`config.mk`:
```
export PLATFORM = sky130hd
export DESIGN_NAME = rr_csr
export DESIGN_NICKNAME = d
export VERILOG_FILES = /design/src/design/rr_pkg.sv /design/src/design/rr_csr.sv
export SDC_FILE = /design/constraint.sdc
export NUM_CORES = 1
export LEC_CHECK = 0
export BUFFER_PORTS_ARGS = -buffer_cell sky130_fd_sc_hd__buf_2
export CAP_MARGIN = 30
export CORE_AREA = 3 3 71 106
export CTS_BUF_LIST = sky130_fd_sc_hd__clkbuf_8 sky130_fd_sc_hd__clkbuf_16
export DETAILED_ROUTE_END_ITERATION = 10
export DIE_AREA = 0 0 74 109
export SLEW_MARGIN = 20
export SYNTH_ARGS = -nofsm -noshare
export SYNTH_HDL_FRONTEND = slang
export SYNTH_SLANG_ARGS = --single-unit
export TNS_END_PERCENT = 100
```
`constraint.sdc`:
```
create_clock -name clk -period 3.9 [get_ports clk]
set_clock_uncertainty 0.15 [all_clocks]
set_input_delay 0.195 -clock clk [delete_from_list [all_inputs] [get_ports clk]]
set_output_delay 0.195 -clock clk [all_outputs]
set_load 0.02 [all_outputs]
```
`src/design/rr_pkg.sv`:
```
package rr_pkg;

  // Channel layout of one logging unit
  localparam int LOGB_CNT = 3;
  localparam int LOGE_CNT = 2;
  // Channel widths, index 0 is the lowest channel
  localparam logic [LOGB_CNT-1:0][7:0] CHAN_W = {8'd24, 8'd16, 8'd8};

  // Widest unit: bitmap, events and every channel
  localparam int FULL_W = LOGB_CNT + LOGE_CNT + 8 + 16 + 24;
  localparam int LEN_W = 6;

  // Log memory geometry
  localparam int WORD_W = 64;
  localparam int ADDR_W = 8;
  localparam int CNT_W = 16;

  // Bit buffers hold one word plus one full unit
  localparam int BUF_W = WORD_W + FULL_W;
  localparam int FILL_W = 7;

  // Configuration bus
  localparam int CFG_AW = 3;
  localparam int CFG_DW = 32;

  // Register map
  typedef enum logic [CFG_AW-1:0] {
    REG_CTRL  = 3'd0,
    REG_BASE  = 3'd1,
    REG_LIMIT = 3'd2,
    REG_WORDS = 3'd3,
    REG_BITS  = 3'd4,
    REG_STAT  = 3'd5
  } rr_reg_e;

  // Bit positions inside REG_CTRL
  typedef enum int unsigned {
    CTRL_RECORD = 0,
    CTRL_REPLAY = 1,
    CTRL_FLUSH  = 2
  } rr_ctrl_bit_e;

  typedef struct packed {
    logic              record_en;
    logic              replay_en;
    // Single cycle pulse
    logic              flush;
    logic [ADDR_W-1:0] base;
    // Window size in words, 256 needs the extra bit
    logic [ADDR_W:0]   limit;
  } rr_cfg_t;

  typedef struct packed {
    logic [ADDR_W:0]  words;
    logic [CNT_W-1:0] bits;
    logic             full;
  } rr_wb_stat_t;

  typedef struct packed {
    logic done;
  } rr_rd_stat_t;

  // Unit length from its bitmap: bitmap and events plus each valid channel
  function automatic logic [LEN_W-1:0] unit_len(input logic [LOGB_CNT-1:0] bitmap);
    logic [LEN_W-1:0] len;
    len = LEN_W'(LOGB_CNT + LOGE_CNT);
    for (int i = 0; i < LOGB_CNT; i++) begin
      if (bitmap[i]) begin
        len = len + LEN_W'(CHAN_W[i]);
      end
    end
    return len;
  endfunction

endpackage

```
`src/design/rr_csr.sv`:
```
`timescale 1ns/1ps

module rr_csr (
  input  logic                      clk,
  input  logic                      rst_n,
  input  logic                      cfg_req,
  input  logic                      cfg_write,
  input  logic [rr_pkg::CFG_AW-1:0] cfg_addr,
  input  logic [rr_pkg::CFG_DW-1:0] cfg_wdata,
  output logic                      cfg_ack,
  output logic [rr_pkg::CFG_DW-1:0] cfg_rdata,
  output rr_pkg::rr_cfg_t           cfg,
  input  rr_pkg::rr_wb_stat_t       wb_stat,
  input  rr_pkg::rr_rd_stat_t       rd_stat
);

  rr_pkg::rr_reg_e           reg_sel;
  logic                      record_en;
  logic                      replay_en;
  logic                      flush_q;
  logic [rr_pkg::ADDR_W-1:0] base;
  logic [rr_pkg::ADDR_W:0]   limit;
  logic [rr_pkg::CFG_DW-1:0] rdata_d;
  logic                      access;

  assign reg_sel = rr_pkg::rr_reg_e'(cfg_addr);
  // First cycle of a request, ack not yet up
  assign access = cfg_req && !cfg_ack;

  // Read mux, zero extended
  always_comb begin
    rdata_d = '0;
    case (reg_sel)
      rr_pkg::REG_CTRL: begin
        rdata_d[rr_pkg::CTRL_RECORD] = record_en;
        rdata_d[rr_pkg::CTRL_REPLAY] = replay_en;
      end
      rr_pkg::REG_BASE:  rdata_d[rr_pkg::ADDR_W-1:0] = base;
      rr_pkg::REG_LIMIT: rdata_d[rr_pkg::ADDR_W:0] = limit;
      rr_pkg::REG_WORDS: rdata_d[rr_pkg::ADDR_W:0] = wb_stat.words;
      rr_pkg::REG_BITS:  rdata_d[rr_pkg::CNT_W-1:0] = wb_stat.bits;
      rr_pkg::REG_STAT: begin
        rdata_d[0] = rd_stat.done;
        rdata_d[1] = wb_stat.full;
      end
      default: rdata_d = '0;
    endcase
  end

  always_ff @(posedge clk or negedge rst_n) begin
    if (!rst_n) begin
      cfg_ack   <= 1'b0;
      cfg_rdata <= '0;
      record_en <= 1'b0;
      replay_en <= 1'b0;
      flush_q   <= 1'b0;
      base      <= '0;
      limit     <= '0;
    end else begin
      // Flush lasts one cycle
      flush_q <= 1'b0;
      if (access) begin
        // Writes land on the edge where ack rises
        cfg_ack   <= 1'b1;
        cfg_rdata <= rdata_d;
        if (cfg_write) begin
          case (reg_sel)
            rr_pkg::REG_CTRL: begin
              record_en <= cfg_wdata[rr_pkg::CTRL_RECORD];
              replay_en <= cfg_wdata[rr_pkg::CTRL_REPLAY];
              flush_q   <= cfg_wdata[rr_pkg::CTRL_FLUSH];
            end
            rr_pkg::REG_BASE:  base <= cfg_wdata[rr_pkg::ADDR_W-1:0];
            rr_pkg::REG_LIMIT: limit <= cfg_wdata[rr_pkg::ADDR_W:0];
            // Status registers ignore writes
            default: ;
          endcase
        end
      end else if (!cfg_req && cfg_ack) begin
        cfg_ack <= 1'b0;
      end
    end
  end

  assign cfg.record_en = record_en;
  assign cfg.replay_en = replay_en;
  assign cfg.flush     = flush_q;
  assign cfg.base      = base;
  assign cfg.limit     = limit;

endmodule

```
* Word level (Yosys, flattened, before mapping) *
Index checks and enable logic that the tools add are counted.

cells by class
  equal/unequal tests = 5
  mux-type cells = 9
  reductions and logical operators = 9

operators by type and width
  operator                                                          count
  6-bit case mux with 4 select lines                                1
  2-bit case mux with 6 select lines                                1
  3-bit AND reduction                                               3
  7-bit 2-to-1 mux                                                  1
  3-bit by 2-bit == test with 1-bit output (second input constant)  2
  3-bit == test (second input constant)                             2
  1-bit 2-to-1 mux                                                  5
  3-bit by 1-bit == test with 1-bit output (second input constant)  1
  3-bit zero test                                                   1
  1-bit case mux with 3 select lines                                1
  1-bit logical AND                                                 2
  1-bit zero test                                                   2
  2-bit nonzero test                                                1

word-level totals
  flip-flop bits (word level) = 37
  input bits = 66
  logic and storage cells = 30

* Longest topological paths before layout *
Gate-level depths: netlist (run 1).

  word-level depth = 4
  gate-level depth with buffers = 6

* Worst setup path before layout (run 1) *
No wires, ideal clock.

  kind = register to register
  from = register cfg_ack
  to = register base[0] (netlist name)
  arrival time = 1.606 ns
  required time = 3.625 ns
  slack = 2.019 ns
  cell stages (with the launch flop) = 6
  buffers on the path = 0
  clock period less this slack = 1.881 ns
  cells stage by stage = dfrtp_1 > inv_1 > ha_1 > nand2_2 > nor4_4 > mux2_2

between the ends
  cells in the longest elaborated chain, start to end = 3

RTL lines
  element                               line          source
  from (decl)                           rr_csr.sv:10  output logic cfg_ack,
  from (signal assigned)                rr_csr.sv:52  cfg_ack <= 1'b0;
  from (signal assigned)                rr_csr.sv:64  cfg_ack <= 1'b1;
  from (signal assigned)                rr_csr.sv:80  cfg_ack <= 1'b0;
  1-bit zero test                       rr_csr.sv:28  assign access = cfg_req && !cfg_ack;
  1-bit logical AND                     rr_csr.sv:28
  via access                            rr_csr.sv:24  logic access;
  3-bit AND reduction (no source line)  -
  to (signal assigned)                  rr_csr.sv:73  rr_pkg::REG_BASE: base <= cfg_wdata[rr_pkg::ADDR_W-1:0];
  to (decl)                             rr_csr.sv:21  logic [rr_pkg::ADDR_W-1:0] base;

The timed path passes the listed nets, and every way through them passes these cells.
A chain may end at the register's enable or synchronous reset.

* Final worst setup path (run 1) *
  from = register cfg_ack
  to = register replay_en

between the ends
  cells in the longest elaborated chain, start to end = 3

RTL lines
  element                               line          source
  1-bit zero test                       rr_csr.sv:28
  1-bit logical AND                     rr_csr.sv:28
  via access                            rr_csr.sv:24
  3-bit AND reduction (no source line)  -
  to (signal assigned)                  rr_csr.sv:70  replay_en <= cfg_wdata[rr_pkg::CTRL_REPLAY];
  to (decl)                             rr_csr.sv:19  logic replay_en;

The timed path passes the listed nets, and every way through them passes these cells.

==> results of run 1 <==
[cell usage after synthesis, drive strengths merged, types with 3 or more instances]
library cell  number  area share
dfrtp             37        0.47
buf               24       0.091
mux2              22        0.13
nor2              13       0.025
inv               10       0.022
o21ai             10       0.027
nand3              7       0.018
a22oi              6       0.023
nand2b             6       0.023
nor2b              6       0.019
a221o              5       0.025
a2bb2oi            5       0.022
mux2i              4       0.020
nand2              4      0.0089
a21oi              3      0.0076
clkbuf             3      0.0057
[final cells by class]
type / count / area share
Sequential cell: 37 / 0.361
Inverter: 10 / 0.0166
Tap cell: 76 / 0.0371
Clock buffer: 5 / 0.0268
Multi-Input combinational cell: 122 / 0.340
Timing Repair Buffer: 93 / 0.212
Clock inverter: 3 / 0.00683
[critical path, cell delays in order, from the launching register on]
cell and delay [ns]:
dfrtp_1 0.38, inv_1 0.06, ha_1 0.13, buf_4 0.30
nand2_2 0.16, nor4_1 0.55, mux2_2 0.40
[cell families after synthesis]
family,after synthesis
AND/OR/NAND/NOR,46
buffers and inverters,37
flip-flops,37
AO/OA/AOI/OAI,33
multiplexers,26
adder cells (fa/ha/maj),1
other,1
[sequential cells by signal (all words and copies together) (netlist names)]
| register | flops |
|---|---|
| base | 8 |
| cfg_ack | 1 |
| cfg_rdata | 16 |
| flush_q | 1 |
| limit | 9 |
| record_en | 1 |
| replay_en | 1 |
[metal layers]
layer,track usage,part of all wire
met2,0.231,0.53
met4,0.0505,0.011
met3,0.0258,0.054
met5,0,0
met1,0.148,0.41
[through the flow]
stage / instances / setup WS (ns) / area, sq um / utilization
2_1_floorplan: 196 / 2.02 / 2030 / -
3_3_place_gp: 325 / 1.58 / 2340 / 0.353
3_5_place_dp: 325 / 1.58 / 2340 / 0.353
4_1_cts: 344 / 1.57 / 2530 / 0.383
5_1_grt: 346 / 1.47 / 2560 / 0.387
6_report: 346 / 1.66 / 2560 / 0.387
[worst paths after layout]
| path | start | endpoint | slack, ns | cells after the start |
|---|---|---|---|---|
| setup / recovery | cfg_ack$_DFFE_PN0P_ | replay_en$_DFFE_PN0P_ | 1.66 | 6 |
| hold reg to reg | cfg_rdata[13]$_DFFE_PN0N_ | cfg_rdata[13]$_DFFE_PN0N_ | 0.37 | 2 |
| min in group asynchronous | rst_n | limit[8]$_DFFE_PN0P_ | 0.13 | 2 |
| max in group asynchronous | rst_n | cfg_rdata[3]$_DFFE_PN0N_ | 3.05 | 3 |
| setup reg to reg | cfg_ack$_DFFE_PN0P_ | replay_en$_DFFE_PN0P_ | 1.66 | 6 |
| hold / removal | wb_stat[16] | cfg_rdata[15]$_DFFE_PN0N_ | 0.007 | 3 |
[power groups by stage]
stage / registers, W / logic (W) / clock network, W
after global routing: 0.000596 / 0.000596 / 0.000290
final: 0.000575 / 0.000546 / 0.000262
after floorplan: 0.000707 / 0.000247 / 0
after global placement: 0.000579 / 0.000537 / 0
after CTS: 0.000579 / 0.000552 / 0.000275
after detailed placement: 0.000587 / 0.000542 / 0
==> flow_summary.toml, run 1 <==
[global_route]
track_usage = 0.129
grt_pass1_wl_microns = 7800
grt_pass1_vias = 1569
gr-total-overflow = 0
antenna_found_initial = 0
grt_max_degree = 38

[synth]
synth-async-reset-ratio = 1.00
synth_edf_count = 0
avgSynthCellArea_sq_um = 10.9
synthFlopType = "dfrtp_1"
synth_cell_type_count = 35
synth_fa_ha_area_frac = 0.00634
synth_area_sq_um = 1970
synth_top_family_by_area = "multiplexers"
synth-xor-area-share = 0
synth-simple-area-share = 0.140
synthMuxAreaShare = 0.146
synth-seq-cells = 37
synth_compound_area_frac = 0.119
yosysWarnings = 0
ys_seq_area_frac = 0.469
netlist_instances = 181

[cts]
clock_latency_ns = 0.28
cts_tree = "built"
ctsHoldBuffers = 11
postCtsSetupBuffers = 0
cts.clk_slew.worst_paths_ns = 0.08
clock_sinks = 37
htree_levels = 2
clockBufferDepth = 2
ctsResizeCount = 0
cts-root-buf = "clkbuf_8"
cts_made_buffers = 5

[finish]
antenna_cells = 0
multi_input_area_sq_um = 872
regArea_sq_um = 926
final_cell_mix = "79 x buf_2, 37 x dfrtp_1, 22 x mux2_2"
fillers = 679
syn_to_final_growth_pct = 29.9
layout_commonest_cell = "buf_2"
nets = 336
drive_gt1_frac = 0.437

[sta]
fin_crit_sh = 0.574
fin_crit_ns = 2.24
hold_viol = 0
setup_viol = 0
final_max_slew_viol_count = 0
fmax_mhz = 447
fin_setup_tns_ns = 0
whs_ns = 0.00731
rsz0062_at_grt = "false"
worst_pin_slew_ns = 0.680
timing.slew.headroom = 0.542

[hold_path]
hold_class = "in2reg"

[power_and_ir_drop]
cellInternalPower_w = 0.000845
power_switching_share = 0.389
power.leakage_nw = 1.27
total_power_w = 0.00138
comb_power_share = 0.395
vdd_drop_max_mv = 0.197
p_seq_frac = 0.416
power_density_nw_per_um2 = 539
p_switching_w = 0.000538
pwr-share-clk = 0.189

[worst_setup_path]
path_max_fanout = 34
critPathArrivalTime_ns = 2.26
cp-end-kind = "flop"
critPathKind = "reg2reg"
required_ns = 3.93
worst_setup_path_start_kind = "flop"

[die]
start_util = 0.298
die-area_sq_um = 8070
fp-row-count = 36
die_w_microns = 74
coreArea_sq_um = 6620
die_h_microns = 109
num_io_pins = 119

[run]
drv_cap = 0

[placement]
dp_hpwl_microns = 3750
place_congestion = 0.737
io_buffers = 79

[route]
post_drt_wl_per_cell_microns = 14.3
routed_wirelength_microns = 4960
drtPass1Iterations = 4
via_per_inst = 4.50
drt_iter0_drc = 72
vias = 1556
drc_errors = 0
ant_nets = 0

[run_status]
outcome = "finished, final reports clean"
Power figures use the tool's default switching activity.
==> inputs of run 2 (changes only) <==
- ABC_AREA: default -> 1
- clock period: 3.9 -> 2 ns (I/O delays scaled with it)
==> flow_summary.toml, run 2 <==
[synth]
netlist_instances = 248
yosysWarnings = 0
synthDominantCellAreaShare = 0.470
synth-async-reset-ratio = 1.00
synth_area_leaders = "dfrtp_1 47%, nand2_1 14%, buf_4 9.1%"
synth_edf_count = 0
synth_cell_type_count = 20
synth-seq-cells = 37
yosys-top-cells-count = "71 x nand2_1, 37 x dfrtp_1, 25 x nand4_1"
yosysMostFrequentCell = "nand2_1"
synthFlopType = "dfrtp_1"
ys_seq_area_frac = 0.470
yosysTopAreaCell = "dfrtp_1"
avgSynthCellArea_sq_um = 7.94
synth_area_sq_um = 1970

[finish]
syn_to_final_growth_pct = 34.8
nets = 408
final_cell_mix = "79 x buf_2, 71 x nand2_1, 37 x dfrtp_1"
largest_reg_flops = 16
drive_gt1_frac = 0.289
final_util = 0.401
layout_commonest_cell = "buf_2"
final_area_sq_um = 2660
top_register = "cfg_rdata"
reg.largest.list = "cfg_rdata x16, limit x9, base x8"
antenna_cells = 0

[sta]
worst_pin_slew_ns = 0.815
fin_ws_ns = 0.331
fmax_mhz = 599
setup_viol = 0
hold_viol = 0
fin_crit_ns = 1.67
fin_setup_tns_ns = 0
fin_crit_sh = 0.835
timing.slew.headroom = 0.457
rsz0062_at_grt = "false"
final_max_slew_viol_count = 0

[global_route]
track_usage = 0.141
grt_pass1_wl_microns = 8670
grt_pass1_vias = 1791
gr-total-overflow = 0
antenna_found_initial = 0
grt_max_degree = 38

[run]
drv_cap = 0

[placement]
place_congestion = 0.832
dp_hpwl_microns = 4200
dpl_worst_slack_ns = 0.303
place_area_sq_um = 2330
io_buffers = 79

[cts]
clock_latency_ns = 0.29
htree_levels = 2
clockBufferDepth = 2
cts_made_buffers = 5
ctsResizeCount = 0
clock_sinks = 37
cts_tree = "built"
cts-root-buf = "clkbuf_8"
cts.clk_slew.worst_paths_ns = 0.08

[power_and_ir_drop]
power.leakage_nw = 1.48
vdd_drop_max_mv = 0.343
power_density_nw_per_um2 = 1070

[die]
die-area_sq_um = 8070
fp-row-count = 36
num_io_pins = 119
start_util = 0.297
die_w_microns = 74
coreArea_sq_um = 6620
die_h_microns = 109

[route]
drc_errors = 0
post_drt_wl_per_cell_microns = 13.2
ant_nets = 0
drt_iter0_drc = 53
drtPass1Iterations = 4
routed_wirelength_microns = 5530
vias = 1897
via_per_inst = 4.54

[worst_setup_path]
worst_setup_path_start_kind = "flop"
reg2reg_slack_ns = 0.33
critPathKind = "reg2reg"
cp-end-kind = "flop"
path_max_fanout = 16
required_ns = 2.02
critPathArrivalTime_ns = 1.69

[hold_path]
hold_class = "in2reg"

[run_status]
outcome = "finished, final reports clean"
-- run 2: kinds of logic after synthesis --
group / after synthesis / share of synthesized area
AO/OA/AOI/OAI: 34 / 0.0864
adder cells (fa/ha/maj): 1 / 0.00635
buffers and inverters: 51 / 0.147
flip-flops: 37 / 0.470
other: 1 / 0.00190
AND/OR/NAND/NOR: 124 / 0.288
-- run 2: repair_timing --
action                    CTS  global route
hold endpoints to repair   67             0
hold buffers               20             0
buffers inserted            0             0
-- run 2: report_power, final --
group | total [W] | leakage [nW] | internal (W) | switching [W]
logic | 0.00104 | 0.942 | 0.000366 | 0.000676
clock network | 0.000675 | 0.0574 | 0.000405 | 0.000269
registers | 0.00114 | 0.483 | 0.000974 | 0.000163
-- run 2: final timing paths --
path,startpoint,cells past startpoint,to
min in group asynchronous,rst_n,2,base[7]$_DFFE_PN0P_
max,cfg_ack$_DFFE_PN0P_,7,base[6]$_DFFE_PN0P_
max in group asynchronous,rst_n,2,cfg_rdata[10]$_DFFE_PN0N_
min,wb_stat[8],5,cfg_rdata[7]$_DFFE_PN0N_
min reg2reg,cfg_rdata[4]$_DFFE_PN0N_,2,cfg_rdata[4]$_DFFE_PN0N_
max reg2reg,cfg_ack$_DFFE_PN0P_,7,base[6]$_DFFE_PN0P_
-- run 2: worst max-delay path, stage by stage, from the launching register on --
cell and delay [ns]:
dfrtp_1 0.39, inv_1 0.06, ha_1 0.16, nand2_1 0.07, inv_1 0.14, nand4_2 0.35
nand2_1 0.16, o21ai_1 0.08
-- run 2: per-stage QoR --
| stage | hold WS, ns | power (W) | std cells |
|---|---|---|---|
| 5_1_grt | 0.0362 | 0.00305 | 418 |
| 2_1_floorplan | -0.346 | 0.00182 | 263 |
| 3_5_place_dp | 0.0950 | 0.00218 | 390 |
| 4_1_cts | 0.00132 | 0.00290 | 418 |
| 6_report | 0.00677 | 0.00285 | 418 |
| 3_3_place_gp | 0.0884 | 0.00217 | 390 |
-- run 2: layout make-up --
| cell class | count | area, sq um |
|---|---|---|
| clock inverters | 2 | 37.5 |
| multi-input cells | 175 | 810 |
| repair buffers | 105 | 641 |
| clock buffers | 6 | 82.6 |
| inverters | 17 | 63.8 |
| fillers | 705 | 3970 |
| flip-flops and latches | 37 | 926 |
| well taps | 76 | 95.1 |
-- run 2: routing by layer --
layer | GRT usage | wire length [microns] | up-vias
met3 | 0.0295 | 366 | 7
met5 | 0 | 0 | -
li1 | - | - | 973
met4 | 0.0596 | 90 | 0
met2 | 0.248 | 2920 | 62
met1 | 0.160 | 2160 | 855
==> inputs of run 3 (changes only) <==
- ABC_AREA: 1 -> 0
- clock period: 2 -> 1.7 ns (I/O delays scaled with it)
==> flow_summary.toml, run 3 (synthesized netlist as in run 1, its figures left out) <==
[die]
die_h_microns = 109
start_util = 0.298
fp-row-count = 36
num_io_pins = 119
coreArea_sq_um = 6620
die_w_microns = 74
die-area_sq_um = 8070

[cts]
cts.clk_slew.worst_paths_ns = 0.07
clockBufferDepth = 2
cts_tree = "built"
clock_latency_ns = 0.28
clock_sinks = 37
htree_levels = 2
cts-root-buf = "clkbuf_8"
cts_made_buffers = 5
postCtsSetupBuffers = 0

[global_route]
grt_pass1_vias = 1684
grt_pass1_wl_microns = 8250
antenna_found_initial = 0
track_usage = 0.135
grt_max_degree = 20
gr-total-overflow = 0

[power_and_ir_drop]
power.leakage_nw = 1.38
total_power_w = 0.00330
vdd_drop_max_mv = 0.572
power_density_nw_per_um2 = 1180

[sta]
fin_crit_ns = 1.63
setup_viol = 0
fin_ws_ns = 0.0671
hold_viol = 0
fin_crit_sh = 0.961
fmax_mhz = 612
rsz0062_at_grt = "false"
final_max_slew_viol_count = 0
fin_setup_tns_ns = 0

[placement]
dpl_worst_slack_ns = -0.0226
io_buffers = 79
dp_hpwl_microns = 4050
place_congestion = 0.794
dp.cells = 339

[finish]
reg.largest.list = "cfg_rdata x16, limit x9, base x8"
top_register = "cfg_rdata"
largest_reg_flops = 16
layout_commonest_cell = "buf_2"
final_cell_mix = "79 x buf_2, 36 x dfrtp_1, 21 x mux2_2"
nets = 357
instances_no_fill = 366
syn_to_final_growth_pct = 41.2
drive_gt1_frac = 0.462
antenna_cells = 0

[worst_setup_path]
critPathKind = "reg2reg"
worst_setup_path_start_kind = "flop"
cp-end-kind = "flop"
required_ns = 1.72
critPathArrivalTime_ns = 1.65
path_max_fanout = 8

[run]
drv_cap = 0

[route]
drtPass1Iterations = 4
ant_nets = 0
drt_iter0_drc = 67
via_per_inst = 4.52
drc_errors = 0
vias = 1653
routed_wirelength_microns = 5270
post_drt_wl_per_cell_microns = 14.4

[run_status]
outcome = "finished, final reports clean"

[hold_path]
hold_class = "in2reg"
==> run 3: cell count changes in the layout (fill, tap and decap cells not counted), moves of 6 or more <==
| cell | delta |
|---|---|
| mux2_2 | +21 |
| nand2_1 | -68 |
| buf_4 | +7 |
| nor2b_1 | +6 |
| a22oi_1 | +6 |
| o21ai_1 | -24 |
| nand4_1 | -25 |
| inv_1 | -7 |
| nand3_1 | -8 |
==> run 3: worst paths after layout <==
kind	startpoint	to	slack (ns)	cells after the start
max	cfg_ack$_DFFE_PN0P_	base[0]$_DFFE_PN0P_	0.07	6
max in group asynchronous	rst_n	cfg_ack$_DFFE_PN0P_	0.76	3
min	cfg_req	cfg_ack$_DFFE_PN0P_	0.05	3
max reg2reg	cfg_ack$_DFFE_PN0P_	base[0]$_DFFE_PN0P_	0.07	6
min in group asynchronous	rst_n	cfg_rdata[12]$_DFFE_PN0N_	0.09	2
min reg2reg	base[6]$_DFFE_PN0P_	base[6]$_DFFE_PN0P_	0.38	1
==> run 3: final cells by class <==
class	count	area, sq um
Inverter	10	42.5
Sequential cell	37	927
Clock buffer	6	82.6
Multi-Input combinational cell	122	900
Clock inverter	1	7.51
Tap cell	76	95.1
Timing Repair Buffer	114	733
Fill cell	660	3830
==> run 3: power by group <==
part	switching (W)	internal, W
sequential	0.000184	0.00115
combinational	0.000764	0.000586
clock	0.000296	0.000320
total	0.00124	0.00205
==> run 3: what timing repair did <==
action	CTS	global route
pin swaps	1	0
hold endpoints to repair	67	0
setup endpoints to repair	7	2
resized for setup	0	1
hold buffers	20	0
==> run 3: through the flow <==
step	hold WS [ns]	area, sq um	util
after floorplan	-0.361	2050	-
after global placement	-0.135	2490	0.376
after detailed placement	-0.136	2490	0.376
after CTS	0.0375	2780	0.420
after global routing	0.0503	2790	0.421
final	0.0483	2790	0.421
==> run 3: critical path, cell delays in order (launching register included) <==
cell	delay, ns
dfrtp_2	0.41
inv_2	0.06
ha_4	0.14
nand2_4	0.07
nor4_4	0.19
buf_12	0.17
mux2_2	0.33
==> run 3: per-layer routing <==
layer  wire, microns  track usage  up-vias
met5               0            0        -
met4             102       0.0557        0
li1                -            -      815
met3             312       0.0249        6
met2            2900        0.246       63
met1            1950        0.150      769
