--- config.mk ---
export PLATFORM = sky130hd
export DESIGN_NAME = rr_replay_reader_flat
export DESIGN_NICKNAME = d
export VERILOG_FILES = /design/src/design/rr_pkg.sv /design/src/design/rr_mem_if.sv /design/src/design/rr_replay_reader.sv /design/src/flat_wrapper.sv
export SDC_FILE = /design/constraint.sdc
export NUM_CORES = 1
export LEC_CHECK = 0
export ABC_AREA = 1
export BUFFER_PORTS_ARGS = -buffer_cell sky130_fd_sc_hd__clkbuf_2
export CAP_MARGIN = 20
export CORE_AREA = 5 5 178 180
export CTS_CLUSTER_DIAMETER = 150
export DETAILED_ROUTE_END_ITERATION = 6
export DIE_AREA = 0 0 183 185
export PLACE_DENSITY = 0.91
export RECOVER_POWER = 100
export SLEW_MARGIN = 15
export SYNTH_ARGS = -nofsm -noshare
export SYNTH_HDL_FRONTEND = slang
export SYNTH_SLANG_ARGS = --single-unit
--- constraint.sdc ---
create_clock -name clk -period 3.8 [get_ports clk]
set_input_delay 0.38 -clock clk [delete_from_list [all_inputs] [get_ports clk]]
set_output_delay 0.38 -clock clk [all_outputs]
set_load 0.01 [all_outputs]
--- src/design/rr_pkg.sv ---
package rr_pkg;

  // Channel layout of one logging unit
  localparam int LOGB_CNT = 3;
  localparam int LOGE_CNT = 2;
  // Channel widths, index 0 is the lowest channel
  localparam logic [LOGB_CNT-1:0][7:0] CHAN_W = {8'd24, 8'd16, 8'd8};

  // Widest unit: bitmap, events and every channel
  localparam int FULL_W = LOGB_CNT + LOGE_CNT + 8 + 16 + 24;
  localparam int LEN_W = 6;

  // Log memory geometry
  localparam int WORD_W = 64;
  localparam int ADDR_W = 8;
  localparam int CNT_W = 16;

  // Bit buffers hold one word plus one full unit
  localparam int BUF_W = WORD_W + FULL_W;
  localparam int FILL_W = 7;

  // Configuration bus
  localparam int CFG_AW = 3;
  localparam int CFG_DW = 32;

  // Register map
  typedef enum logic [CFG_AW-1:0] {
    REG_CTRL  = 3'd0,
    REG_BASE  = 3'd1,
    REG_LIMIT = 3'd2,
    REG_WORDS = 3'd3,
    REG_BITS  = 3'd4,
    REG_STAT  = 3'd5
  } rr_reg_e;

  // Bit positions inside REG_CTRL
  typedef enum int unsigned {
    CTRL_RECORD = 0,
    CTRL_REPLAY = 1,
    CTRL_FLUSH  = 2
  } rr_ctrl_bit_e;

  typedef struct packed {
    logic              record_en;
    logic              replay_en;
    // Single cycle pulse
    logic              flush;
    logic [ADDR_W-1:0] base;
    // Window size in words, 256 needs the extra bit
    logic [ADDR_W:0]   limit;
  } rr_cfg_t;

  typedef struct packed {
    logic [ADDR_W:0]  words;
    logic [CNT_W-1:0] bits;
    logic             full;
  } rr_wb_stat_t;

  typedef struct packed {
    logic done;
  } rr_rd_stat_t;

  // Unit length from its bitmap: bitmap and events plus each valid channel
  function automatic logic [LEN_W-1:0] unit_len(input logic [LOGB_CNT-1:0] bitmap);
    logic [LEN_W-1:0] len;
    len = LEN_W'(LOGB_CNT + LOGE_CNT);
    for (int i = 0; i < LOGB_CNT; i++) begin
      if (bitmap[i]) begin
        len = len + LEN_W'(CHAN_W[i]);
      end
    end
    return len;
  endfunction

endpackage

--- src/design/rr_mem_if.sv ---
`timescale 1ns/1ps

interface rr_mem_if;

  // Four-phase word access
  logic                      req;
  logic                      ack;
  logic [rr_pkg::ADDR_W-1:0] addr;
  logic [rr_pkg::WORD_W-1:0] wdata;
  // Valid while ack is high
  logic [rr_pkg::WORD_W-1:0] rdata;

  modport master (
    output req,
    output addr,
    output wdata,
    input  ack,
    input  rdata
  );

  modport slave (
    input  req,
    input  addr,
    input  wdata,
    output ack,
    output rdata
  );

endinterface

--- src/design/rr_replay_reader.sv ---
`timescale 1ns/1ps

module rr_replay_reader (
  input  logic                      clk,
  input  logic                      rst_n,
  input  rr_pkg::rr_cfg_t           cfg,
  input  rr_pkg::rr_wb_stat_t       wb_stat,
  output rr_pkg::rr_rd_stat_t       rd_stat,
  rr_mem_if.master                  mem,
  output logic                      replay_valid,
  output logic [rr_pkg::FULL_W-1:0] replay_data,
  output logic [rr_pkg::LEN_W-1:0]  replay_len,
  input  logic                      replay_ready
);

  typedef enum logic [2:0] {
    IDLE,
    FETCH,
    RELEASE,
    EMIT,
    DONE
  } rd_state_e;

  rd_state_e                 state;
  // Next unit always starts at bit 0
  logic [rr_pkg::BUF_W-1:0]  bit_buf;
  logic [rr_pkg::FILL_W-1:0] cnt;
  logic [rr_pkg::ADDR_W:0]   rd_words;
  logic [rr_pkg::CNT_W-1:0]  consumed;
  logic [rr_pkg::LEN_W-1:0]  len;
  logic [rr_pkg::BUF_W-1:0]  word_ext;
  logic                      have_map;
  logic                      unit_ok;
  logic                      at_end;
  logic                      need_word;
  logic                      start_fetch;
  logic                      pop;

  assign len      = rr_pkg::unit_len(bit_buf[rr_pkg::LOGB_CNT-1:0]);
  assign word_ext = {{(rr_pkg::BUF_W - rr_pkg::WORD_W){1'b0}}, mem.rdata};

  // Length is known once the bitmap is in
  assign have_map  = cnt >= rr_pkg::LOGB_CNT;
  assign unit_ok   = have_map && (cnt >= {1'b0, len});
  // Stop at the recorded bit count, padding is never parsed
  assign at_end    = consumed == wb_stat.bits;
  assign need_word = (cnt < rr_pkg::FULL_W) && (rd_words < wb_stat.words);

  // A waiting unit goes out before any new fetch
  assign start_fetch = (state == EMIT) && !at_end && !unit_ok && need_word;

  assign replay_valid = (state == EMIT) && unit_ok && !at_end;
  assign replay_len   = len;
  // Zero above the unit so later fetches never show through
  assign replay_data  = bit_buf[rr_pkg::FULL_W-1:0] & ~({rr_pkg::FULL_W{1'b1}} << len);
  assign pop          = replay_valid && replay_ready;

  assign rd_stat.done = state == DONE;
  // Read-only port
  assign mem.wdata    = '0;

  always_ff @(posedge clk or negedge rst_n) begin
    if (!rst_n) begin
      state    <= IDLE;
      bit_buf  <= '0;
      cnt      <= '0;
      rd_words <= '0;
      consumed <= '0;
      mem.req  <= 1'b0;
    end else begin
      case (state)
        IDLE: begin
          if (cfg.replay_en) begin
            state <= EMIT;
          end
        end
        EMIT: begin
          if (at_end) begin
            state <= DONE;
          end else if (pop) begin
            bit_buf  <= bit_buf >> len;
            cnt      <= cnt - {1'b0, len};
            consumed <= consumed + {{(rr_pkg::CNT_W - rr_pkg::LEN_W){1'b0}}, len};
          end else if (start_fetch) begin
            mem.req <= 1'b1;
            state   <= FETCH;
          end
          // Otherwise wait for the writer to add words
        end
        FETCH: begin
          if (mem.ack) begin
            // Append the word above the bits still buffered
            bit_buf  <= bit_buf | (word_ext << cnt);
            cnt      <= cnt + 7'd64;
            rd_words <= rd_words + 1'b1;
            mem.req  <= 1'b0;
            state    <= RELEASE;
          end
        end
        RELEASE: begin
          if (!mem.ack) begin
            state <= EMIT;
          end
        end
        DONE: begin
          // Done stays up until replay is switched off
          if (!cfg.replay_en) begin
            state <= IDLE;
          end
        end
        default: state <= IDLE;
      endcase
    end
  end

  // Word address held through the request
  always_ff @(posedge clk) begin
    if (start_fetch) begin
      mem.addr <= cfg.base + rd_words[rr_pkg::ADDR_W-1:0];
    end
  end

endmodule

--- src/flat_wrapper.sv ---
// flat-port wrapper written by rule: the top's interface ports become plain ports
module rr_replay_reader_flat 
  (clk, rst_n, cfg, wb_stat, rd_stat, replay_valid, replay_data, replay_len, replay_ready, mem_req, mem_addr, mem_wdata, mem_ack, mem_rdata);
  rr_mem_if mem_i ();
  input  logic clk;
  input  logic rst_n;
  input  rr_pkg::rr_cfg_t cfg;
  input  rr_pkg::rr_wb_stat_t wb_stat;
  output rr_pkg::rr_rd_stat_t rd_stat;
  output logic replay_valid;
  output logic [rr_pkg::FULL_W-1:0] replay_data;
  output logic [rr_pkg::LEN_W-1:0] replay_len;
  input  logic replay_ready;
  output wire logic [$bits(mem_i.req)-1:0] mem_req;
  output wire logic [$bits(mem_i.addr)-1:0] mem_addr;
  output wire logic [$bits(mem_i.wdata)-1:0] mem_wdata;
  input wire logic [$bits(mem_i.ack)-1:0] mem_ack;
  input wire logic [$bits(mem_i.rdata)-1:0] mem_rdata;
  assign mem_req = mem_i.req;
  assign mem_addr = mem_i.addr;
  assign mem_wdata = mem_i.wdata;
  assign mem_i.ack = mem_ack;
  assign mem_i.rdata = mem_rdata;
  rr_replay_reader u_core (.clk(clk), .rst_n(rst_n), .cfg(cfg), .wb_stat(wb_stat), .rd_stat(rd_stat), .mem(mem_i), .replay_valid(replay_valid), .replay_data(replay_data), .replay_len(replay_len), .replay_ready(replay_ready));
endmodule
# After elaboration in Yosys (flattened, before gate mapping)
# Index checks and enable logic that the tools add are counted.
dict set report word_totals {
  output_inout_bits 134
  ff_bits 161
  in_bits 114
  wordCells 81
}
dict set report classes {
  n_addsub 7
  n_bitwise 4
  n_eq_ne 15
  n_shift 3
  reduce_logical 17
  mux 24
  order_cmp 4
}
# op n
set op_table {}
lappend op_table {{two-way mux 117 bit} 3}
lappend op_table {{case mux 117 bit (2 select lines)} 1}
lappend op_table {{OR 117 bit} 1}
lappend op_table {{<< shifter 64 x 7 -> 117 bit} 1}
lappend op_table {{right shift 117 x 6 -> 117 bit} 1}
lappend op_table {{AND 53 bit} 1}
lappend op_table {{NOT 53 bit} 1}
lappend op_table {{<< shifter 53 x 6 -> 53 bit, first input constant} 1}
lappend op_table {{two-way mux 3 bit} 7}
lappend op_table {{two-way mux 7 bit} 3}
lappend op_table {{adder 16 x 6 -> 16 bit} 1}
lappend op_table {{== test 16 bit} 1}
lappend op_table {{case mux 3 bit (5 select lines)} 1}
lappend op_table {{case mux 7 bit (2 select lines)} 1}
lappend op_table {{two-way mux 6 bit} 2}
lappend op_table {{inequality test 2 bit, second input constant} 6}
lappend op_table {{adder 9 x 1 -> 9 bit, second input constant} 1}
lappend op_table {{less-than comparator 9 bit} 1}
lappend op_table {{adder 8 bit} 1}
lappend op_table {{logical AND 1 bit} 8}
lappend op_table {{adder 7 bit, second input constant} 1}
lappend op_table {{greater-or-equal comparator 7 x 2 -> 1 bit, second input constant} 1}
lappend op_table {{greater-or-equal comparator 7 x 6 -> 1 bit} 1}
lappend op_table {{less-than comparator 7 x 6 -> 1 bit, second input constant} 1}
lappend op_table {{21 further kinds} 27}

# Depth between registers and ports, before layout
# Gate-level depths: netlist of run 1.
dict set report depth {
  ltp_word 14
  mapped_depth 21
  ltp_nobuf 18
}

# Worst setup path before layout of run 1
# No wires, ideal clock.
dict set report synth_path {
  path_type {register -> register}
  from {register u_core.bit_buf[0] (netlist name)}
  to {register u_core.consumed[8] (netlist name)}
  n_path_buf 2
  slack_ps 745
  period_less_slack_ps 3055
  path_stages_with_launch 18
  t_arrival_ps 2934
  t_required_ps 3678
  setup_time_ps 122
  cell_sequence {dfrtp_1 -> inv_1 -> ha_1 -> nor2_1 -> clkinv_1 -> clkbuf_1 -> ha_1 -> nand2_1 -> nor2_1 -> nand3_1 -> nand2_1 -> inv_1 -> a21boi_2 -> nand3_2 -> buf_2 -> a21oi_1 -> nand2_1 -> xor2_1}
}
dict set report synth_between {
  elab_chain_cells 11
  elab_cells_between_ends 12
  classes_between {add/sub: 3; order compare: 1; mux: 3; reduce/logical: 5}
}
# item line_no
set synth_rtl {}
lappend synth_rtl {{from (decl)} rr_replay_reader.sv:26} ;# logic [rr_pkg::BUF_W-1:0] bit_buf;
lappend synth_rtl {{from (signal assigned)} rr_replay_reader.sv:81} ;# bit_buf <= bit_buf >> len;
lappend synth_rtl {{from (signal assigned)} rr_replay_reader.sv:93} ;# bit_buf <= bit_buf | (word_ext << cnt);
lappend synth_rtl {{two-way mux 4 bit (*)} rr_pkg.sv:68} ;# if (bitmap[i]) begin
lappend synth_rtl {{adder 4 x 5 -> 6 bit} rr_pkg.sv:69} ;# len = len + LEN_W'(CHAN_W[i]);
lappend synth_rtl {{two-way mux 6 bit (*)} rr_pkg.sv:68}
lappend synth_rtl {{adder 6 x 5 -> 6 bit} rr_pkg.sv:69}
lappend synth_rtl {{two-way mux 6 bit (*)} rr_pkg.sv:68}
lappend synth_rtl {{greater-or-equal comparator 7 x 6 -> 1 bit} rr_replay_reader.sv:44} ;# assign unit_ok = have_map && (cnt >= {1'b0, len});
lappend synth_rtl {{logical AND 1 bit} rr_replay_reader.sv:44}
lappend synth_rtl {{logical AND 1 bit (2 in a row)} rr_replay_reader.sv:52} ;# assign replay_valid = (state == EMIT) && unit_ok && !at_end;
lappend synth_rtl {{logical AND 1 bit} rr_replay_reader.sv:56} ;# assign pop = replay_valid && replay_ready;
lappend synth_rtl {{AND reduction 3 bit (no source line)} n/a}
lappend synth_rtl {{to (signal assigned)} rr_replay_reader.sv:83} ;# consumed <= consumed + {{(rr_pkg::CNT_W - rr_pkg::LEN_W){1'b0}}, len};
lappend synth_rtl {{to (decl)} rr_replay_reader.sv:29} ;# logic [rr_pkg::CNT_W-1:0] consumed;
# Every way passes the cells marked *; elsewhere a longest branch is shown, timed or not.
# A chain may end at the register's enable or synchronous reset.

# Worst setup path in the final report of run 1
dict set report layout_path {
  from {register u_core.bit_buf[0] (netlist name)}
  to {output replay_data[47] (netlist name)}
}
dict set report layout_between {
  elab_chain_cells 8
}
# item line_no
set layout_rtl {}
lappend layout_rtl {{two-way mux 4 bit (*)} rr_pkg.sv:68}
lappend layout_rtl {{adder 4 x 5 -> 6 bit} rr_pkg.sv:69}
lappend layout_rtl {{two-way mux 6 bit (*)} rr_pkg.sv:68}
lappend layout_rtl {{adder 6 x 5 -> 6 bit} rr_pkg.sv:69}
lappend layout_rtl {{two-way mux 6 bit (*)} rr_pkg.sv:68}
lappend layout_rtl {{<< shifter 53 x 6 -> 53 bit (*)} rr_replay_reader.sv:55} ;# assign replay_data = bit_buf[rr_pkg::FULL_W-1:0] & ~({rr_pkg::FULL_W{1'b1}} << len);
lappend layout_rtl {{NOT 53 bit (*)} rr_replay_reader.sv:55}
lappend layout_rtl {{AND 53 bit (*)} rr_replay_reader.sv:55}
lappend layout_rtl {{to (decl)} flat_wrapper.sv:11} ;# output logic [rr_pkg::FULL_W-1:0] replay_data;
# Marks and branches as above.

==> results of run 1 <==
[per-layer routing]
| layer | part of all wire, % | wire length (um) | GRT usage, % | up-vias |
|---|---|---|---|---|
| li1 | - | - | - | 9879 |
| met1 | 37 | 26300 | 51.6 | 9849 |
| met2 | 44 | 31400 | 64.7 | 1596 |
| met3 | 11 | 8130 | 6.99 | 352 |
| met4 | 7.4 | 5250 | 23.5 | 0 |
| met5 | 0 | 0 | 0 | - |
[cells by family after synthesis]
family	after synthesis	share of synthesized area, %
AND/OR/NAND/NOR	1850	45.6
multiplexers	2	0.116
other	2	0.0434
buffers and inverters	459	12.0
adder cells (fa/ha/maj)	26	1.92
AO/OA/AOI/OAI	454	14.5
XOR/XNOR	46	2.33
flip-flops	161	23.5
[what timing repair did]
item                                    in CTS  in global routing
gates resized for setup                      0                  1
endpoints found under the hold margin        0                  0
endpoints found under the setup margin       0                  8
[cells in the final DEF (no fill, tap or decap), types with 34 or more instances in the layout]
cell,instances
clkbuf_2,113
a211oi_1,47
o21ai_0,233
clkbuf_1,63
nand3_1,636
nor2_1,167
conb_1,67
buf_4,34
dfrtp_1,148
nand2_1,993
inv_1,171
a21oi_1,119
[flip-flops by register name, summed over array words and instances (netlist names)]
name and cells:
u_core.state 3, u_core.mem.req 1, u_core.consumed 16, u_core.rd_words 9, u_core.cnt 7, u_core.bit_buf 117
u_core.mem.addr 8
[critical path: cells and delay by family (launching register included)]
kind                       cells  cell delay, ns
buffers and inverters          4            1.46
and+or+nand+nor                3            0.69
adders and majority gates      1            0.24
DFF                            1            0.37
[layout make-up]
cell class	count	area, um^2
clock buffers	18	439
clock inverters	14	161
well taps	396	495
repair buffers	216	1180
flip-flops and latches	161	4080
inverters	184	691
multi-input cells	2445	11400
fillers	2998	11600
[per-stage QoR]
stage / setup slack (ns) / hold slack, ns / utilization (%) / instance area [um^2] / std cells
floorplan: 0.745 / 0.0844 / - / 17500 / 3065
global placement: 0.555 / 0.462 / 59.9 / 18000 / 3402
detailed placement: 0.493 / 0.465 / 59.9 / 18000 / 3402
CTS: 0.0117 / 0.0340 / 61.9 / 18600 / 3434
global route: 0.0702 / 0.216 / 61.5 / 18500 / 3434
finish: 0.214 / 0.200 / 61.5 / 18500 / 3434
[final timing paths]
path	endpoint	slack [ns]	cells past startpoint
min in group asynchronous	u_core.consumed[14]$_DFFE_PN0P_	0.59	1
setup / recovery	replay_data[47]	0.21	8
max in group asynchronous	u_core.bit_buf[33]$_DFFE_PN0P_	1.16	2
hold reg to reg	u_core.bit_buf[94]$_DFFE_PN0P_	0.48	2
setup reg to reg	u_core.bit_buf[17]$_DFFE_PN0P_	0.24	16
hold / removal	u_core.state[2]$_DFFE_PN0P_	0.20	3
==> results.py, run 1 <==
metrics = {
    "critical_path": {
        "crit_type": "flop to output pin",
        "critPathLaunch": "u_core.bit_buf[0]$_DFFE_PN0P_",
        "slowest_delay_ns": 0.91,
        "critPathSlowestCell": "clkbuf_2",
        "crit_arrival_ns": 3.21,
        "critPathLaunchType": "flop",
        "cp.required_ns": 3.42,
        "cp-end-kind": "output pin",
        "crit_fanout": 48,
        "crit_chain": "inv_1 > ha_1 > nor2_4 > buf_4 > clkbuf_2 > nand2_1 > nor2_1 > clkbuf_1",
        "rr_startpoint": "u_core.bit_buf[2]$_DFFE_PN0P_",
    },
    "sta": {
        "finalCritPeriodShare_pct": 94.4,
        "tightest_slew_ns": 2.28,
        "drv_slew": 85,
        "fin_skew_ns": 0.0197,
        "max_freq_mhz": 279,
        "hold_viol": 0,
        "setup_tns_ns": 0,
        "rsz0062_at_grt": "no",
        "period_needed_ns": 3.59,
        "slew_headroom_pct": -51.8,
        "setup_viol": 0,
    },
    "clocking": {
        "htree_levels": 4,
        "cts_buffers": 17,
        "post_cts_buffers": 0,
        "clk_root_buffer_cell": "clkbuf_16",
        "clockBufferDepth": 2,
        "postCtsHoldBufs": 0,
        "clk_pin_slew_ns": 0.08,
        "cts_sinks": 161,
        "clk-insertion-delay-late_ns": 0.46,
        "cts_tree": "built",
    },
    "logic_synthesis": {
        "syn_inst": 3000,
        "synth_top_area_share_pct": 22.1,
        "seq_area_frac_synth_pct": 23.5,
        "ys_types": 45,
        "async_reset_ff_share_pct": 95.0,
        "synth_most_common_cell": "nand2_1",
        "syn_area_um2": 17300,
        "synth.area.top_cells": "dfrtp_1 (22%), nand2_1 (22%), nand3_1 (18%)",
        "synth_edf_count": 8,
        "synth-seq-cells": 161,
        "yosys_warnings": 0,
        "syn_area_per_cell_um2": 5.76,
        "synth_flop_cell": "dfrtp_1",
        "synthTopCellsByCount": "nand2_1 (995), nand3_1 (636), o21ai_0 (232), nor2_1 (168), inv_1 (167)",
        "synth_area_leader_cell": "dfrtp_1",
    },
    "route": {
        "drc": 5,
        "vias": 21676,
        "via_per_inst": 6.31,
        "ant_nets": 0,
        "drtIter0Drc": 3405,
        "routed_wl_mm": 71.1,
        "avgRoutedWirePerCell_um": 20.7,
        "dr.pass1.iters": 7,
    },
    "flow_run": {
        "maxCapViolCount": 1,
    },
    "die": {
        "fp.dieW_um": 183,
        "num_rows": 64,
        "die_area_um2": 33900,
        "core_um2": 30000,
        "die_height_um": 185,
        "io_pins": 248,
        "start_util_pct": 57.6,
    },
    "placement": {
        "hpwl_mm": 52.8,
        "gp_congestion": 1.06,
        "port_buffers": 168,
    },
    "hold_path": {
        "hp-start": "cfg[18]",
        "hold_path_class": "input port to flop",
    },
    "final_layout": {
        "syn2layout_area_growth_pct": 6.76,
        "num_antenna_cells": 0,
        "drive_gt1_share_pct": 7.11,
        "fin_nets": 3165,
    },
    "global_routing": {
        "track_usage_pct": 40.4,
        "grt_pass1_wl_mm": 108,
        "antenna_found_initial": 0,
        "first_global_vias": 19789,
        "grt_overflow": 0,
        "grt_max_degree": 107,
    },
    "run_status": {
        "violations": "DRC, capacitance limit, slew limit",
        "status": "finished, violations left",
    },
}
Power of run 1 is not shown: default switching activity piles up to over one toggle a cycle in this logic, so the estimate is an artifact.
==> inputs of run 2 (changes only) <==
--- a/config.mk
+++ b/config.mk
@@ -12,8 +12,9 @@
 export CTS_CLUSTER_DIAMETER = 150
 export DETAILED_ROUTE_END_ITERATION = 6
 export DIE_AREA = 0 0 183 185
-export PLACE_DENSITY = 0.91
+export PLACE_DENSITY = 0.81
 export RECOVER_POWER = 100
+export SKIP_LAST_GASP = 1
 export SLEW_MARGIN = 15
 export SYNTH_ARGS = -nofsm -noshare
 export SYNTH_HDL_FRONTEND = slang
==> run 2 against run 1 <==
  * The run still ends with DRC, capacitance limit, slew limit left
  * Die area is the same
  * Clock skew decreased by 0.0065 ns
  * Worst hold slack worse by 0.020 ns
  * Sequential share of layout area is essentially flat
  * Count of clock-buffer cells in the layout unchanged
==> results.py, run 2 (synthesis results as in run 1) <==
metrics = {
    "run_status": {
        "status": "finished, violations left",
        "violations": "DRC, capacitance limit, slew limit",
    },
    "global_routing": {
        "track_usage_pct": 41.2,
        "antenna_found_initial": 0,
        "grt_overflow": 0,
        "grt_max_degree": 107,
        "grt_pass1_wl_mm": 109,
        "first_global_vias": 19415,
    },
    "sta": {
        "setup_tns_ns": 0,
        "max_freq_mhz": 273,
        "tightest_slew_ns": 2.00,
        "rsz0062_at_grt": "no",
        "setup_viol": 0,
        "fin_skew_ns": 0.0131,
        "finalCritPeriodShare_pct": 96.4,
        "hold_viol": 0,
        "slew_headroom_pct": -33.4,
        "drv_slew": 73,
        "period_needed_ns": 3.66,
    },
    "final_layout": {
        "final_cell_mix": "nand2_1 (994), nand3_1 (636), o21ai_0 (233), inv_1 (170), nor2_1 (166)",
        "top_register": "u_core.bit_buf",
        "fillerInstances": 2968,
        "num_antenna_cells": 0,
        "largest_reg_flops": 117,
        "final_common_cell": "nand2_1",
        "syn2layout_area_growth_pct": 6.92,
        "fin_nets": 3169,
        "reg.largest.list": "u_core.bit_buf: 117 flops, u_core.consumed: 16 flops, u_core.rd_words: 9 flops",
        "drive_gt1_share_pct": 7.17,
    },
    "route": {
        "dr.pass1.iters": 7,
        "avgRoutedWirePerCell_um": 20.8,
        "drc": 19,
        "routed_wl_mm": 71.6,
        "vias": 21441,
        "via_per_inst": 6.24,
        "ant_nets": 0,
        "drtIter0Drc": 3214,
    },
    "clocking": {
        "clk-insertion-delay-late_ns": 0.46,
        "cts_buffers": 17,
        "clk_root_buffer_cell": "clkbuf_16",
        "clockBufferDepth": 2,
        "clk_pin_slew_ns": 0.07,
        "htree_levels": 4,
        "cts_sinks": 161,
        "post_cts_buffers": 0,
        "cts_tree": "built",
    },
    "critical_path": {
        "slowest_delay_ns": 0.55,
        "critPathLaunchType": "flop",
        "crit_chain": "inv_1 > ha_1 > nand2_1 > nand2_1 > inv_1 > nor2_4 > inv_1 > nor2_1 > nor2_1 > clkbuf_1",
        "critPathMostFrequentCell": "inv_1",
        "cp.required_ns": 3.42,
        "cp-end-kind": "output pin",
        "crit_arrival_ns": 3.28,
        "crit_type": "flop to output pin",
        "critPathSlowestCell": "nor2_1",
        "cp_top_family": "simple AND/OR/NAND/NOR gates",
        "crit_fanout": 16,
        "crit_buf_inv": 4,
    },
    "hold_path": {
        "hold_path_class": "input port to flop",
    },
    "die": {
        "fp.dieW_um": 183,
        "start_util_pct": 57.6,
        "core_um2": 30000,
        "num_rows": 64,
        "io_pins": 248,
        "die_area_um2": 33900,
        "die_height_um": 185,
    },
    "placement": {
        "hpwl_mm": 53.1,
        "gp_congestion": 1.05,
        "port_buffers": 168,
    },
    "flow_run": {
        "maxCapViolCount": 1,
    },
}
[run 2: final cells by class]
| cell class | instances | area (um^2) | area share, % |
|---|---|---|---|
| clock buffer | 18 | 429 | 2.32 |
| clock inverter | 14 | 158 | 0.853 |
| inverter | 184 | 691 | 3.74 |
| multi-input combinational | 2445 | 11400 | 61.8 |
| sequential | 161 | 4080 | 22.0 |
| tap | 396 | 495 | 2.68 |
| timing repair buffer | 220 | 1220 | 6.60 |
[run 2: path summary, 6_finish.rpt]
kind / from / cells past startpoint / to / slack [ns]
min: cfg[18] / 3 / u_core.state[2]$_DFFE_PN0P_ / 0.18
max reg2reg: u_core.bit_buf[1]$_DFFE_PN0P_ / 15 / u_core.bit_buf[13]$_DFFE_PN0P_ / 0.30
max in group asynchronous: rst_n / 3 / u_core.bit_buf[90]$_DFFE_PN0P_ / 0.74
min in group asynchronous: rst_n / 2 / u_core.consumed[8]$_DFFE_PN0P_ / 1.01
min reg2reg: u_core.rd_words[8]$_DFFE_PN0P_ / 1 / u_core.rd_words[8]$_DFFE_PN0P_ / 0.48
max: u_core.bit_buf[1]$_DFFE_PN0P_ / 10 / replay_data[8] / 0.14
[run 2: what timing repair did]
action	CTS	global route
hold endpoints to repair	65	0
resized for setup	0	1
hold buffers	1	0
setup endpoints to repair	0	6
[run 2: layer usage]
metal / routed length, um / track usage (%) / vias up
met5: 0 / 0 / -
met4: 4370 / 20.4 / 0
met3: 8310 / 7.99 / 279
met2: 32500 / 67.4 / 1458
met1: 26500 / 52.3 / 9822
li1: - / - / 9882
[run 2: worst register-to-register path, delay by kind of cell, from the launching register on]
| family | cells | cell delay, ns |
|---|---|---|
| flops | 1 | 0.42 |
| simple gates | 6 | 0.68 |
| compound gates | 3 | 0.85 |
| fa+ha+maj | 2 | 0.59 |
| buf+inv | 4 | 0.83 |
[run 2: metrics by stage]
| stage | hold WS [ns] | instance area (um^2) | util, % | instances | setup slack [ns] |
|---|---|---|---|---|---|
| 2_1_floorplan | 0.0844 | 17500 | - | 3065 | 0.745 |
| 3_3_place_gp | 0.442 | 18000 | 60.0 | 3405 | 0.605 |
| 3_5_place_dp | 0.449 | 18000 | 60.0 | 3405 | 0.528 |
| 4_1_cts | 0.172 | 18600 | 62.0 | 3438 | 0.168 |
| 5_1_grt | 0.209 | 18500 | 61.6 | 3438 | 0.0738 |
| 6_report | 0.180 | 18500 | 61.6 | 3438 | 0.138 |
Power of run 2 is left out for the same reason.
